**src/hw/lsu_consts.svh**
```systemverilog
////////////////////////////////////////////////////////////
// load-store unit widths and access-fault cause codes
////////////////////////////////////////////////////////////

`ifndef LSU_CONSTS_SVH
`define LSU_CONSTS_SVH

// bus and register file widths
`define LSU_DATA_W 32
`define LSU_ADDR_W 32
`define LSU_BE_W   4
`define LSU_RD_W   5

// mcause values reported on a bus error
`define LSU_CAUSE_LOAD_FAULT  6'd5
`define LSU_CAUSE_STORE_FAULT 6'd7

`endif

```
**src/hw/lsu_pkg.sv**
```systemverilog
////////////////////////////////////////////////////////////
// load-store unit types
// access FSM states, access sizes and fault causes
////////////////////////////////////////////////////////////

`include "lsu_consts.svh"

package lsu_pkg;

  // access FSM
  typedef enum logic [2:0] {
    IDLE,
    WAIT_GNT,
    WAIT_GNT_MIS,
    WAIT_RVALID_MIS,
    WAIT_RVALID_MIS_GNTS_DONE
  } lsu_state_e;

  // access size as encoded by the decoder
  typedef enum logic [1:0] {
    SIZE_WORD = 2'b00,
    SIZE_HALF = 2'b01,
    SIZE_BYTE = 2'b10
  } lsu_size_e;

  typedef enum logic [5:0] {
    NO_FAULT    = 6'd0,
    LOAD_FAULT  = `LSU_CAUSE_LOAD_FAULT,
    STORE_FAULT = `LSU_CAUSE_STORE_FAULT
  } lsu_cause_e;

endpackage

```
**src/hw/lsu_seq_if.sv**
```systemverilog
////////////////////////////////////////////////////////////
// sequencing strobes between the access FSM and the
// address and load datapaths
////////////////////////////////////////////////////////////

`include "lsu_consts.svh"

interface lsu_seq_if;

  // from the FSM
  logic                   go;
  logic                   handle_mis;
  logic                   addr_incr;
  logic                   addr_update;
  logic                   ctrl_update;
  logic                   rdata_update;

  // from the address datapath
  logic                   split;
  logic [`LSU_ADDR_W-1:0] addr_last;

  modport ctrl (
    output go, handle_mis, addr_incr, addr_update, ctrl_update, rdata_update,
    input  split, addr_last
  );

  modport dp (
    input  go, handle_mis, addr_incr, addr_update, ctrl_update, rdata_update,
    output split, addr_last
  );

endinterface

```
**src/hw/lsu_ctrl.sv**
```systemverilog
////////////////////////////////////////////////////////////
// access FSM of the load-store unit
// outstanding-response and error tracking, fault cause
// and fault address
////////////////////////////////////////////////////////////

`include "lsu_consts.svh"

module lsu_ctrl import lsu_pkg::*; (
  input  logic                   clk_i,
  input  logic                   rst_ni,
  input  logic                   lsu_req_i,
  input  logic                   lsu_we_i,
  input  logic                   ds_rdy_i,
  input  logic                   data_gnt_i,
  input  logic                   data_rvalid_i,
  input  logic                   data_err_i,
  output logic                   data_req_o,
  output logic                   lsu_req_done_o,
  output logic                   resp_valid_o,
  output logic                   resp_err_o,
  output lsu_cause_e             resp_cause_o,
  output logic [`LSU_ADDR_W-1:0] resp_mtval_o,
  output logic                   busy_o,
  output logic                   perf_load_o,
  output logic                   perf_store_o,
  lsu_seq_if.ctrl                seq
);

  lsu_state_e state_q, state_d;
  logic       handle_mis_q, handle_mis_d;
  logic       err_q, err_d;
  logic       we_q;
  logic       outstanding_q;
  logic       resp_wait;
  logic       any_err;

  //////////////////////////////////////////////////////////////
  // access FSM
  //////////////////////////////////////////////////////////////

  always_comb begin
    state_d          = state_q;
    handle_mis_d     = handle_mis_q;
    err_d            = err_q;
    data_req_o       = 1'b0;
    perf_load_o      = 1'b0;
    perf_store_o     = 1'b0;
    seq.go           = 1'b0;
    seq.addr_incr    = 1'b0;
    seq.addr_update  = 1'b0;
    seq.ctrl_update  = 1'b0;
    seq.rdata_update = 1'b0;

    unique case (state_q)
      IDLE: begin
        if (lsu_req_i && !resp_wait && ds_rdy_i) begin
          data_req_o   = 1'b1;
          seq.go       = 1'b1;
          err_d        = 1'b0;
          perf_load_o  = ~lsu_we_i;
          perf_store_o = lsu_we_i;
          if (data_gnt_i) begin
            seq.ctrl_update = 1'b1;
            seq.addr_update = 1'b1;
            handle_mis_d    = seq.split;
            state_d         = seq.split ? WAIT_RVALID_MIS : IDLE;
          end else begin
            state_d = seq.split ? WAIT_GNT_MIS : WAIT_GNT;
          end
        end
      end

      WAIT_GNT_MIS: begin
        data_req_o = 1'b1;
        if (data_gnt_i) begin
          seq.addr_update = 1'b1;
          seq.ctrl_update = 1'b1;
          handle_mis_d    = 1'b1;
          state_d         = WAIT_RVALID_MIS;
        end
      end

      WAIT_RVALID_MIS: begin
        // second part is on the bus while the first response is pending
        data_req_o    = 1'b1;
        seq.addr_incr = 1'b1;
        if (data_rvalid_i) begin
          err_d            = data_err_i;
          seq.rdata_update = ~we_q;
          // keep the first failing address for mtval
          seq.addr_update  = data_gnt_i & ~data_err_i;
          handle_mis_d     = ~data_gnt_i;
          state_d          = data_gnt_i ? IDLE : WAIT_GNT;
        end else if (data_gnt_i) begin
          handle_mis_d = 1'b0;
          state_d      = WAIT_RVALID_MIS_GNTS_DONE;
        end
      end

      WAIT_GNT: begin
        data_req_o    = 1'b1;
        seq.addr_incr = handle_mis_q;
        if (data_gnt_i) begin
          seq.ctrl_update = 1'b1;
          seq.addr_update = ~err_q;
          handle_mis_d    = 1'b0;
          state_d         = IDLE;
        end
      end

      WAIT_RVALID_MIS_GNTS_DONE: begin
        // both parts granted, first response still due
        seq.addr_incr = 1'b1;
        if (data_rvalid_i) begin
          err_d            = data_err_i;
          seq.addr_update  = ~data_err_i;
          seq.rdata_update = ~we_q;
          state_d          = IDLE;
        end
      end

      default: state_d = IDLE;
    endcase
  end

  assign seq.handle_mis = handle_mis_q;

  // a response blocks new requests until delivered, and while it reports an error
  assign any_err   = err_q | data_err_i;
  assign resp_wait = outstanding_q & (~resp_valid_o | any_err);

  assign lsu_req_done_o = (seq.go | (state_q != IDLE)) & (state_d == IDLE);
  assign resp_valid_o   = data_rvalid_i & (state_q == IDLE);
  assign resp_err_o     = any_err & resp_valid_o;
  assign busy_o         = (state_q != IDLE);

  // fault cause from the write flag of the accepted request
  always_comb begin
    resp_cause_o = NO_FAULT;
    resp_mtval_o = '0;
    if (any_err) begin
      resp_cause_o = we_q ? STORE_FAULT : LOAD_FAULT;
      resp_mtval_o = seq.addr_last;
    end
  end

  always_ff @(posedge clk_i or negedge rst_ni) begin
    if (!rst_ni) begin
      state_q       <= IDLE;
      handle_mis_q  <= 1'b0;
      err_q         <= 1'b0;
      we_q          <= 1'b0;
      outstanding_q <= 1'b0;
    end else begin
      state_q      <= state_d;
      handle_mis_q <= handle_mis_d;
      err_q        <= err_d;
      if (seq.go) begin
        we_q <= lsu_we_i;
      end
      if (seq.go) begin
        outstanding_q <= 1'b1;
      end else if (resp_valid_o) begin
        outstanding_q <= 1'b0;
      end
    end
  end

  //////////////////////////////////////////////////////////////
  // assertions
  //////////////////////////////////////////////////////////////

  a_req_held: assert property (@(posedge clk_i) disable iff (!rst_ni)
    data_req_o && !data_gnt_i |=> data_req_o)
    else $error("data_req_o dropped before data_gnt_i");

  a_rvalid_expected: assert property (@(posedge clk_i) disable iff (!rst_ni)
    data_rvalid_i |-> outstanding_q)
    else $error("data_rvalid_i with no access outstanding");

  // the final response comes back in IDLE, with no second part left
  a_resp_in_idle: assert property (@(posedge clk_i) disable iff (!rst_ni)
    resp_valid_o |-> !handle_mis_q)
    else $error("resp_valid_o while a second part is still pending");

endmodule

```
**src/hw/lsu_req_align.sv**
```systemverilog
////////////////////////////////////////////////////////////
// request side of the load-store unit
// bus address, split detection, byte enables, store data
// rotation and the last-address register
////////////////////////////////////////////////////////////

`include "lsu_consts.svh"

module lsu_req_align import lsu_pkg::*; (
  input  logic                   clk_i,
  input  logic                   rst_ni,
  input  logic [`LSU_ADDR_W-1:0] lsu_addr_i,
  input  lsu_size_e              lsu_size_i,
  input  logic [`LSU_DATA_W-1:0] lsu_wdata_i,
  output logic [`LSU_ADDR_W-1:0] data_addr_o,
  output logic [`LSU_BE_W-1:0]   data_be_o,
  output logic [`LSU_DATA_W-1:0] data_wdata_o,
  output logic [1:0]             offset_o,
  lsu_seq_if.dp                  seq
);

  logic [`LSU_ADDR_W-1:0]   data_addr;
  logic [`LSU_ADDR_W-1:0]   addr_aligned;
  logic [`LSU_ADDR_W-1:0]   addr_last_q;
  logic [1:0]               data_offset;
  logic [1:0]               offset_q;
  logic [2*`LSU_DATA_W-1:0] wdata_dbl;

  // second part is one word above the registered first-part address
  assign data_addr    = seq.addr_incr ? addr_last_q + `LSU_ADDR_W'(`LSU_BE_W) : lsu_addr_i;
  assign data_offset  = data_addr[1:0];
  assign addr_aligned = {data_addr[`LSU_ADDR_W-1:2], 2'b00};
  assign data_addr_o  = addr_aligned;

  assign seq.split = ((lsu_size_i == SIZE_WORD) && (data_offset != 2'b00)) ||
                     ((lsu_size_i == SIZE_HALF) && (data_offset == 2'b11));

  //////////////////////////////////////////////////////////////
  // byte enables
  //////////////////////////////////////////////////////////////

  always_comb begin
    unique case (lsu_size_i)
      SIZE_WORD: begin
        if (!seq.handle_mis) begin
          data_be_o = 4'b1111 << data_offset;
        end else begin
          // lanes below the offset
          data_be_o = ~(4'b1111 << data_offset);
        end
      end
      SIZE_HALF: begin
        data_be_o = seq.handle_mis ? 4'b0001 : 4'b0011 << data_offset;
      end
      default: data_be_o = 4'b0001 << data_offset;
    endcase
  end

  // store data rotated left into its lanes
  assign wdata_dbl    = {lsu_wdata_i, lsu_wdata_i} << {data_offset, 3'b000};
  assign data_wdata_o = wdata_dbl[2*`LSU_DATA_W-1 -: `LSU_DATA_W];

  //////////////////////////////////////////////////////////////
  // last address and offset
  //////////////////////////////////////////////////////////////

  // mtval holds the byte address, or the aligned second-part address
  always_ff @(posedge clk_i) begin
    if (seq.addr_update) begin
      addr_last_q <= seq.addr_incr ? addr_aligned : data_addr;
    end
  end

  always_ff @(posedge clk_i or negedge rst_ni) begin
    if (!rst_ni) begin
      offset_q <= 2'b00;
    end else if (seq.ctrl_update) begin
      offset_q <= data_offset;
    end
  end

  assign seq.addr_last = addr_last_q;
  assign offset_o      = offset_q;

  a_be_nonzero: assert property (@(posedge clk_i) disable iff (!rst_ni)
    (seq.go || seq.handle_mis) |-> (data_be_o != '0))
    else $error("data_be_o is zero while a request is driven");

endmodule

```
**src/hw/lsu_load_align.sv**
```systemverilog
////////////////////////////////////////////////////////////
// load side of the load-store unit
// request attributes, first-part data, realignment and
// zero or sign extension
////////////////////////////////////////////////////////////

`include "lsu_consts.svh"

module lsu_load_align import lsu_pkg::*; (
  input  logic                   clk_i,
  input  logic                   rst_ni,
  input  lsu_size_e              lsu_size_i,
  input  logic                   lsu_sign_ext_i,
  input  logic [`LSU_RD_W-1:0]   lsu_rd_i,
  input  logic [1:0]             offset_i,
  input  logic [`LSU_DATA_W-1:0] data_rdata_i,
  output logic [`LSU_DATA_W-1:0] resp_rdata_o,
  output logic [`LSU_RD_W-1:0]   resp_rd_o,
  lsu_seq_if.dp                  seq
);

  lsu_size_e                size_q;
  logic                     sign_ext_q;
  logic [`LSU_RD_W-1:0]     rd_q;
  logic [`LSU_DATA_W-1:8]   rdata_q;
  logic                     split_q;
  logic [2*`LSU_DATA_W-1:0] window;
  logic [2*`LSU_DATA_W-1:0] shifted;
  logic [`LSU_DATA_W-1:0]   rdata_raw;

  always_ff @(posedge clk_i or negedge rst_ni) begin
    if (!rst_ni) begin
      size_q     <= SIZE_WORD;
      sign_ext_q <= 1'b0;
      rd_q       <= '0;
    end else if (seq.go) begin
      size_q     <= lsu_size_i;
      sign_ext_q <= lsu_sign_ext_i;
      rd_q       <= lsu_rd_i;
    end
  end

  // lane 0 of the first part never reaches the result
  always_ff @(posedge clk_i) begin
    if (seq.rdata_update) begin
      rdata_q <= data_rdata_i[`LSU_DATA_W-1:8];
    end
  end

  //////////////////////////////////////////////////////////////
  // realignment
  //////////////////////////////////////////////////////////////

  assign split_q = ((size_q == SIZE_WORD) && (offset_i != 2'b00)) ||
                   ((size_q == SIZE_HALF) && (offset_i == 2'b11));

  // a split access joins the held first-part bytes below the current word
  assign window    = split_q ? {data_rdata_i, rdata_q, 8'h00} :
                               {{`LSU_DATA_W{1'b0}}, data_rdata_i};
  assign shifted   = window >> {offset_i, 3'b000};
  assign rdata_raw = shifted[`LSU_DATA_W-1:0];

  // zero or sign extension
  always_comb begin
    unique case (size_q)
      SIZE_WORD: resp_rdata_o = rdata_raw;
      SIZE_HALF: begin
        resp_rdata_o = {{16{sign_ext_q & rdata_raw[15]}}, rdata_raw[15:0]};
      end
      default: begin
        resp_rdata_o = {{24{sign_ext_q & rdata_raw[7]}}, rdata_raw[7:0]};
      end
    endcase
  end

  assign resp_rd_o = rd_q;

endmodule

```
**src/hw/lsu_top.sv**
```systemverilog
////////////////////////////////////////////////////////////
// load-store unit top level
// access FSM, request datapath and load datapath
////////////////////////////////////////////////////////////

`include "lsu_consts.svh"

module lsu_top import lsu_pkg::*; (
  input  logic                   clk_i,
  input  logic                   rst_ni,
  // pipeline request
  input  logic                   lsu_req_i,
  input  logic                   lsu_we_i,
  input  lsu_size_e              lsu_size_i,
  input  logic                   lsu_sign_ext_i,
  input  logic [`LSU_ADDR_W-1:0] lsu_addr_i,
  input  logic [`LSU_DATA_W-1:0] lsu_wdata_i,
  input  logic [`LSU_RD_W-1:0]   lsu_rd_i,
  input  logic                   ds_rdy_i,
  // data bus
  input  logic                   data_gnt_i,
  input  logic                   data_rvalid_i,
  input  logic                   data_err_i,
  input  logic [`LSU_DATA_W-1:0] data_rdata_i,
  output logic                   data_req_o,
  output logic [`LSU_ADDR_W-1:0] data_addr_o,
  output logic                   data_we_o,
  output logic [`LSU_BE_W-1:0]   data_be_o,
  output logic [`LSU_DATA_W-1:0] data_wdata_o,
  // pipeline response
  output logic                   lsu_req_done_o,
  output logic                   resp_valid_o,
  output logic                   resp_err_o,
  output logic [`LSU_DATA_W-1:0] resp_rdata_o,
  output logic [`LSU_RD_W-1:0]   resp_rd_o,
  output lsu_cause_e             resp_cause_o,
  output logic [`LSU_ADDR_W-1:0] resp_mtval_o,
  // status
  output logic                   busy_o,
  output logic                   perf_load_o,
  output logic                   perf_store_o
);

  logic [1:0] offset;

  lsu_seq_if seq_if ();

  assign data_we_o = lsu_we_i;

  lsu_ctrl u_ctrl (
    .clk_i          (clk_i),
    .rst_ni         (rst_ni),
    .lsu_req_i      (lsu_req_i),
    .lsu_we_i       (lsu_we_i),
    .ds_rdy_i       (ds_rdy_i),
    .data_gnt_i     (data_gnt_i),
    .data_rvalid_i  (data_rvalid_i),
    .data_err_i     (data_err_i),
    .data_req_o     (data_req_o),
    .lsu_req_done_o (lsu_req_done_o),
    .resp_valid_o   (resp_valid_o),
    .resp_err_o     (resp_err_o),
    .resp_cause_o   (resp_cause_o),
    .resp_mtval_o   (resp_mtval_o),
    .busy_o         (busy_o),
    .perf_load_o    (perf_load_o),
    .perf_store_o   (perf_store_o),
    .seq            (seq_if.ctrl)
  );

  lsu_req_align u_req_align (
    .clk_i        (clk_i),
    .rst_ni       (rst_ni),
    .lsu_addr_i   (lsu_addr_i),
    .lsu_size_i   (lsu_size_i),
    .lsu_wdata_i  (lsu_wdata_i),
    .data_addr_o  (data_addr_o),
    .data_be_o    (data_be_o),
    .data_wdata_o (data_wdata_o),
    .offset_o     (offset),
    .seq          (seq_if.dp)
  );

  lsu_load_align u_load_align (
    .clk_i          (clk_i),
    .rst_ni         (rst_ni),
    .lsu_size_i     (lsu_size_i),
    .lsu_sign_ext_i (lsu_sign_ext_i),
    .lsu_rd_i       (lsu_rd_i),
    .offset_i       (offset),
    .data_rdata_i   (data_rdata_i),
    .resp_rdata_o   (resp_rdata_o),
    .resp_rd_o      (resp_rd_o),
    .seq            (seq_if.dp)
  );

endmodule

```
**config.mk**
```make
export PLATFORM = sky130hd
export DESIGN_NAME = lsu_top
export DESIGN_NICKNAME = d
export VERILOG_FILES = /design/src/hw/lsu_pkg.sv /design/src/hw/lsu_seq_if.sv /design/src/hw/lsu_ctrl.sv /design/src/hw/lsu_req_align.sv /design/src/hw/lsu_load_align.sv /design/src/hw/lsu_top.sv
export VERILOG_INCLUDE_DIRS = /design/src /design/src/hw
export SDC_FILE = /design/constraint.sdc
export NUM_CORES = 1
export LEC_CHECK = 0
export BUFFER_PORTS_ARGS = -buffer_cell sky130_fd_sc_hd__buf_2
export CORE_ASPECT_RATIO = 1.1
export CORE_MARGIN = 2
export CORE_UTILIZATION = 54
export CTS_CLUSTER_DIAMETER = 200
export DETAILED_ROUTE_END_ITERATION = 8
export HOLD_SLACK_MARGIN = 0.03
export PLACE_DENSITY_LB_ADDON = 0.12
export SYNTH_ARGS = -nofsm -noshare
export SYNTH_HDL_FRONTEND = slang
export SYNTH_SLANG_ARGS = --single-unit
```
**constraint.sdc**
```tcl
create_clock -name clk_i -period 7.95 [get_ports clk_i]
set_input_delay 0 -clock clk_i [delete_from_list [all_inputs] [get_ports clk_i]]
set_output_delay 0 -clock clk_i [all_outputs]
set_load 0.02 [all_outputs]
```
==> run metrics <==
fmax 268 MHz; setup TNS 0 ns; DIE AREA 13000 µm²; library cells used by synthesis 63; DRT iter0 DRCs 529; ys flop type edfxtp_1; VDD IR max 269 µV; CP arrival 3.73 ns; reg2reg start u_ctrl.state_q[0]$_DFF_PN0_; largest net degree at the start of global routing 76; CP Launch Type flop; commonest non-fill, non-tap cell in the layout buf_2; placer congestion estimate 0.849; RSZ-0062 raised after global routing false; worst path cell trace or3b_4 > o21a_4 > a221o_1 > buf_4 > inv_2 > nand2_1 > ha_1 > nor2_1 > a211oi_1 > a31o_2 > buf_2; Leak 3.91 nW; site row count 42; initial antenna violation count 0; EDFF count, synth 56; DP Cell Count 1067; Clock Sinks 73; Via-to-Cell Ratio 5.71; M1 wire length 7660 µm; met2 WL 9540 µm; floorplan die height 119 µm; worst-path fanout max 61; Reg clk slew, reported paths 0.06 ns; CTS tree built; drt total wl 18900 µm; crit-path max cell delay 0.56 ns; Crit Path Class reg2out; synthesized cell area 6530 µm²; DP HPWL 13100 µm; antenna viol nets, final 0; Worst Skew 0.00743 ns; number of global-route vias before repair 6281; Async S/R FF share, synth 23.3%; Cells after Synth 736; DR top layer met4; post-route non-filler standard cell count 1147; Worst-Skew Late Latency 0.33 ns; register bit total from synthesis 73; Power Dens Cells 344 nW/µm²; Post-route DRC 0; Congestion Overflow GR 0; Tmin final 3.73 ns; first-pass GRT wire length 30000 µm; Final Setup Violations 0; top-area cell type share of the netlist area 25.8%; relative slew slack 26.4%; hold wc startpoint lsu_addr_i[7]; routed wl met3 1310 µm; max_cap viols 0; most frequent cells in the layout buf_2, mux2i_1, nand2_1; Fin. Hold Viols 0; Syn Area/Cell 8.87 µm²; Yosys warnings 0; Hold WC Path Type in2reg; PortBufs 257; Starting Density 54.7%; Tcrit/Tclk final 46.9%; WP data required 7.95 ns; die width 109 µm; status finished, final reports clean; ant diodes 0; Synth area leader edfxtp_1; Crit. Startpoint u_ctrl.state_q[0]$_DFF_PN0_; sequential share of the synthesized area 32.3%; NumNets Final 1106; TritonRoute pass-1 iters 6; # IOs 263; worst slew pin tran 1.10 ns; final max-slew violation count 0; core footprint 11900 µm²; fill count 931; Synth-to-Final Area Change 29.6%; share of post-route cells with drive strength above 1 32.6%; Vias 6554; critical path's slowest cell dfrtp_1; GRT Total Usage 28.6%; post-DR wirelength/cell 16.5 µm; number of H-tree levels 3; critical path endpoint category output port; total CTS buffers 9; most area-consuming cells after synthesis edfxtp_1, mux2i_1, dfrtp_1, buf_4, nand2_1; CTS max path bufs 2; Root Driver clkbuf_16
-- worst max-delay path: cells and delay by family (launching register included) --
family / cells / cell delay (ns)
AO/OA/AOI/OAI: 4 / 1.04
buffers and inverters: 3 / 0.83
AND/OR/NAND/NOR: 3 / 0.66
flip-flops: 1 / 0.56
adder cells (fa/ha/maj): 1 / 0.29
-- per-layer routing --
metal  track usage (%)  vias up
met5                 0        -
met4              10.7        0
met3              3.94       40
met2              49.2      295
met1              36.2     3081
li1                  -     3138
-- timing repair --
action / CTS / global route
buffers inserted: 0 / 0
gates resized for setup: 0 / 0
hold endpoints to repair: 80 / 0
hold buffers: 64 / 0
-- logic make-up (layout without fill, tap and decap cells) --
| family | count (synthesis) | after routing | synth area share [%] |
|---|---|---|---|
| compound gates | 162 | 162 | 16.0 |
| xor+xnor | 28 | 28 | 3.76 |
| fa+ha+maj | 6 | 6 | 1.15 |
| buf+inv | 110 | 363 | 9.38 |
| flops | 73 | 73 | 32.3 |
| mux | 120 | 120 | 19.4 |
| other cells | 1 | 5 | 0.0575 |
| simple gates | 236 | 236 | 17.9 |
-- metrics by stage --
stage               area (µm²)  total power [W]  utilization (%)  setup slack, ns  hold WS (ns)
floorplan                 6540          0.00205                -             4.30        -0.296
global placement          7550          0.00247             63.3             4.67       -0.0516
detailed placement        7550          0.00250             63.3             4.55       -0.0550
CTS                       8460          0.00290             70.9             4.20        0.0349
global route              8460          0.00310             70.9             3.99        0.0332
finish                    8460          0.00291             70.9             4.22        0.0409
-- final timing paths --
path,end,slack [ns],depth (start not counted)
worst max-delay path,data_be_o[0],4.22,11
worst min register to register,u_load_align.resp_rd_o[2]$_DFFE_PN0P_,0.51,1
worst max register to register,u_ctrl.state_q[0]$_DFF_PN0_,4.90,9
worst min-delay path,u_req_align.seq.addr_last[7]$_DFFE_PP_,0.04,3
min in group asynchronous,u_ctrl.outstanding_q$_DFFE_PN0P_,0.13,2
max in group asynchronous,u_req_align.offset_o[0]$_DFFE_PN0P_,7.50,2
-- synthesized netlist by cell type, types with 5 or more instances --
library cell,count
mux2_2,22
nand2_1,74
nand4_1,5
xnor2_1,24
edfxtp_1,56
nor3_1,12
buf_4,40
buf_2,13
o21ai_0,53
o221ai_1,5
a21oi_1,32
inv_1,15
mux2i_1,95
clkbuf_1,32
nand2b_1,12
nor2b_1,34
dfrtp_1,17
a22oi_1,7
o22ai_1,7
nand3_1,13
a21o_1,8
a311oi_1,5
ha_1,6
a211o_1,7
nor2_1,52
and2_1,6
-- sequential cells by signal, indices dropped and copies added (netlist names) --
name                       count
u_req_align.seq.addr_last     32
u_req_align.offset_o           2
u_load_align.rdata_q          24
u_load_align.size_q            2
u_ctrl.we_q                    1
u_ctrl.state_q                 3
u_ctrl.seq.handle_mis          1
u_ctrl.outstanding_q           1
u_load_align.resp_rd_o         5
u_ctrl.err_q                   1
u_load_align.sign_ext_q        1
-- where the power goes --
| part | internal [W] | switching (W) |
|---|---|---|
| Combinational | 0.000715 | 0.00121 |
| Sequential | 0.000510 | 0.000101 |
| Clock | 0.000208 | 0.000156 |
| Total | 0.00143 | 0.00147 |
-- layout make-up --
type | count | area [µm²] | share of cell area (%)
tap | 154 | 193 | 2.28
multi-input combinational | 557 | 3830 | 45.3
clock buffer | 10 | 229 | 2.71
inverter | 17 | 66.3 | 0.784
clock inverter | 6 | 35.0 | 0.414
timing repair buffer | 330 | 1990 | 23.6
sequential | 73 | 2110 | 24.9
(Power assumes the default switching activity.)
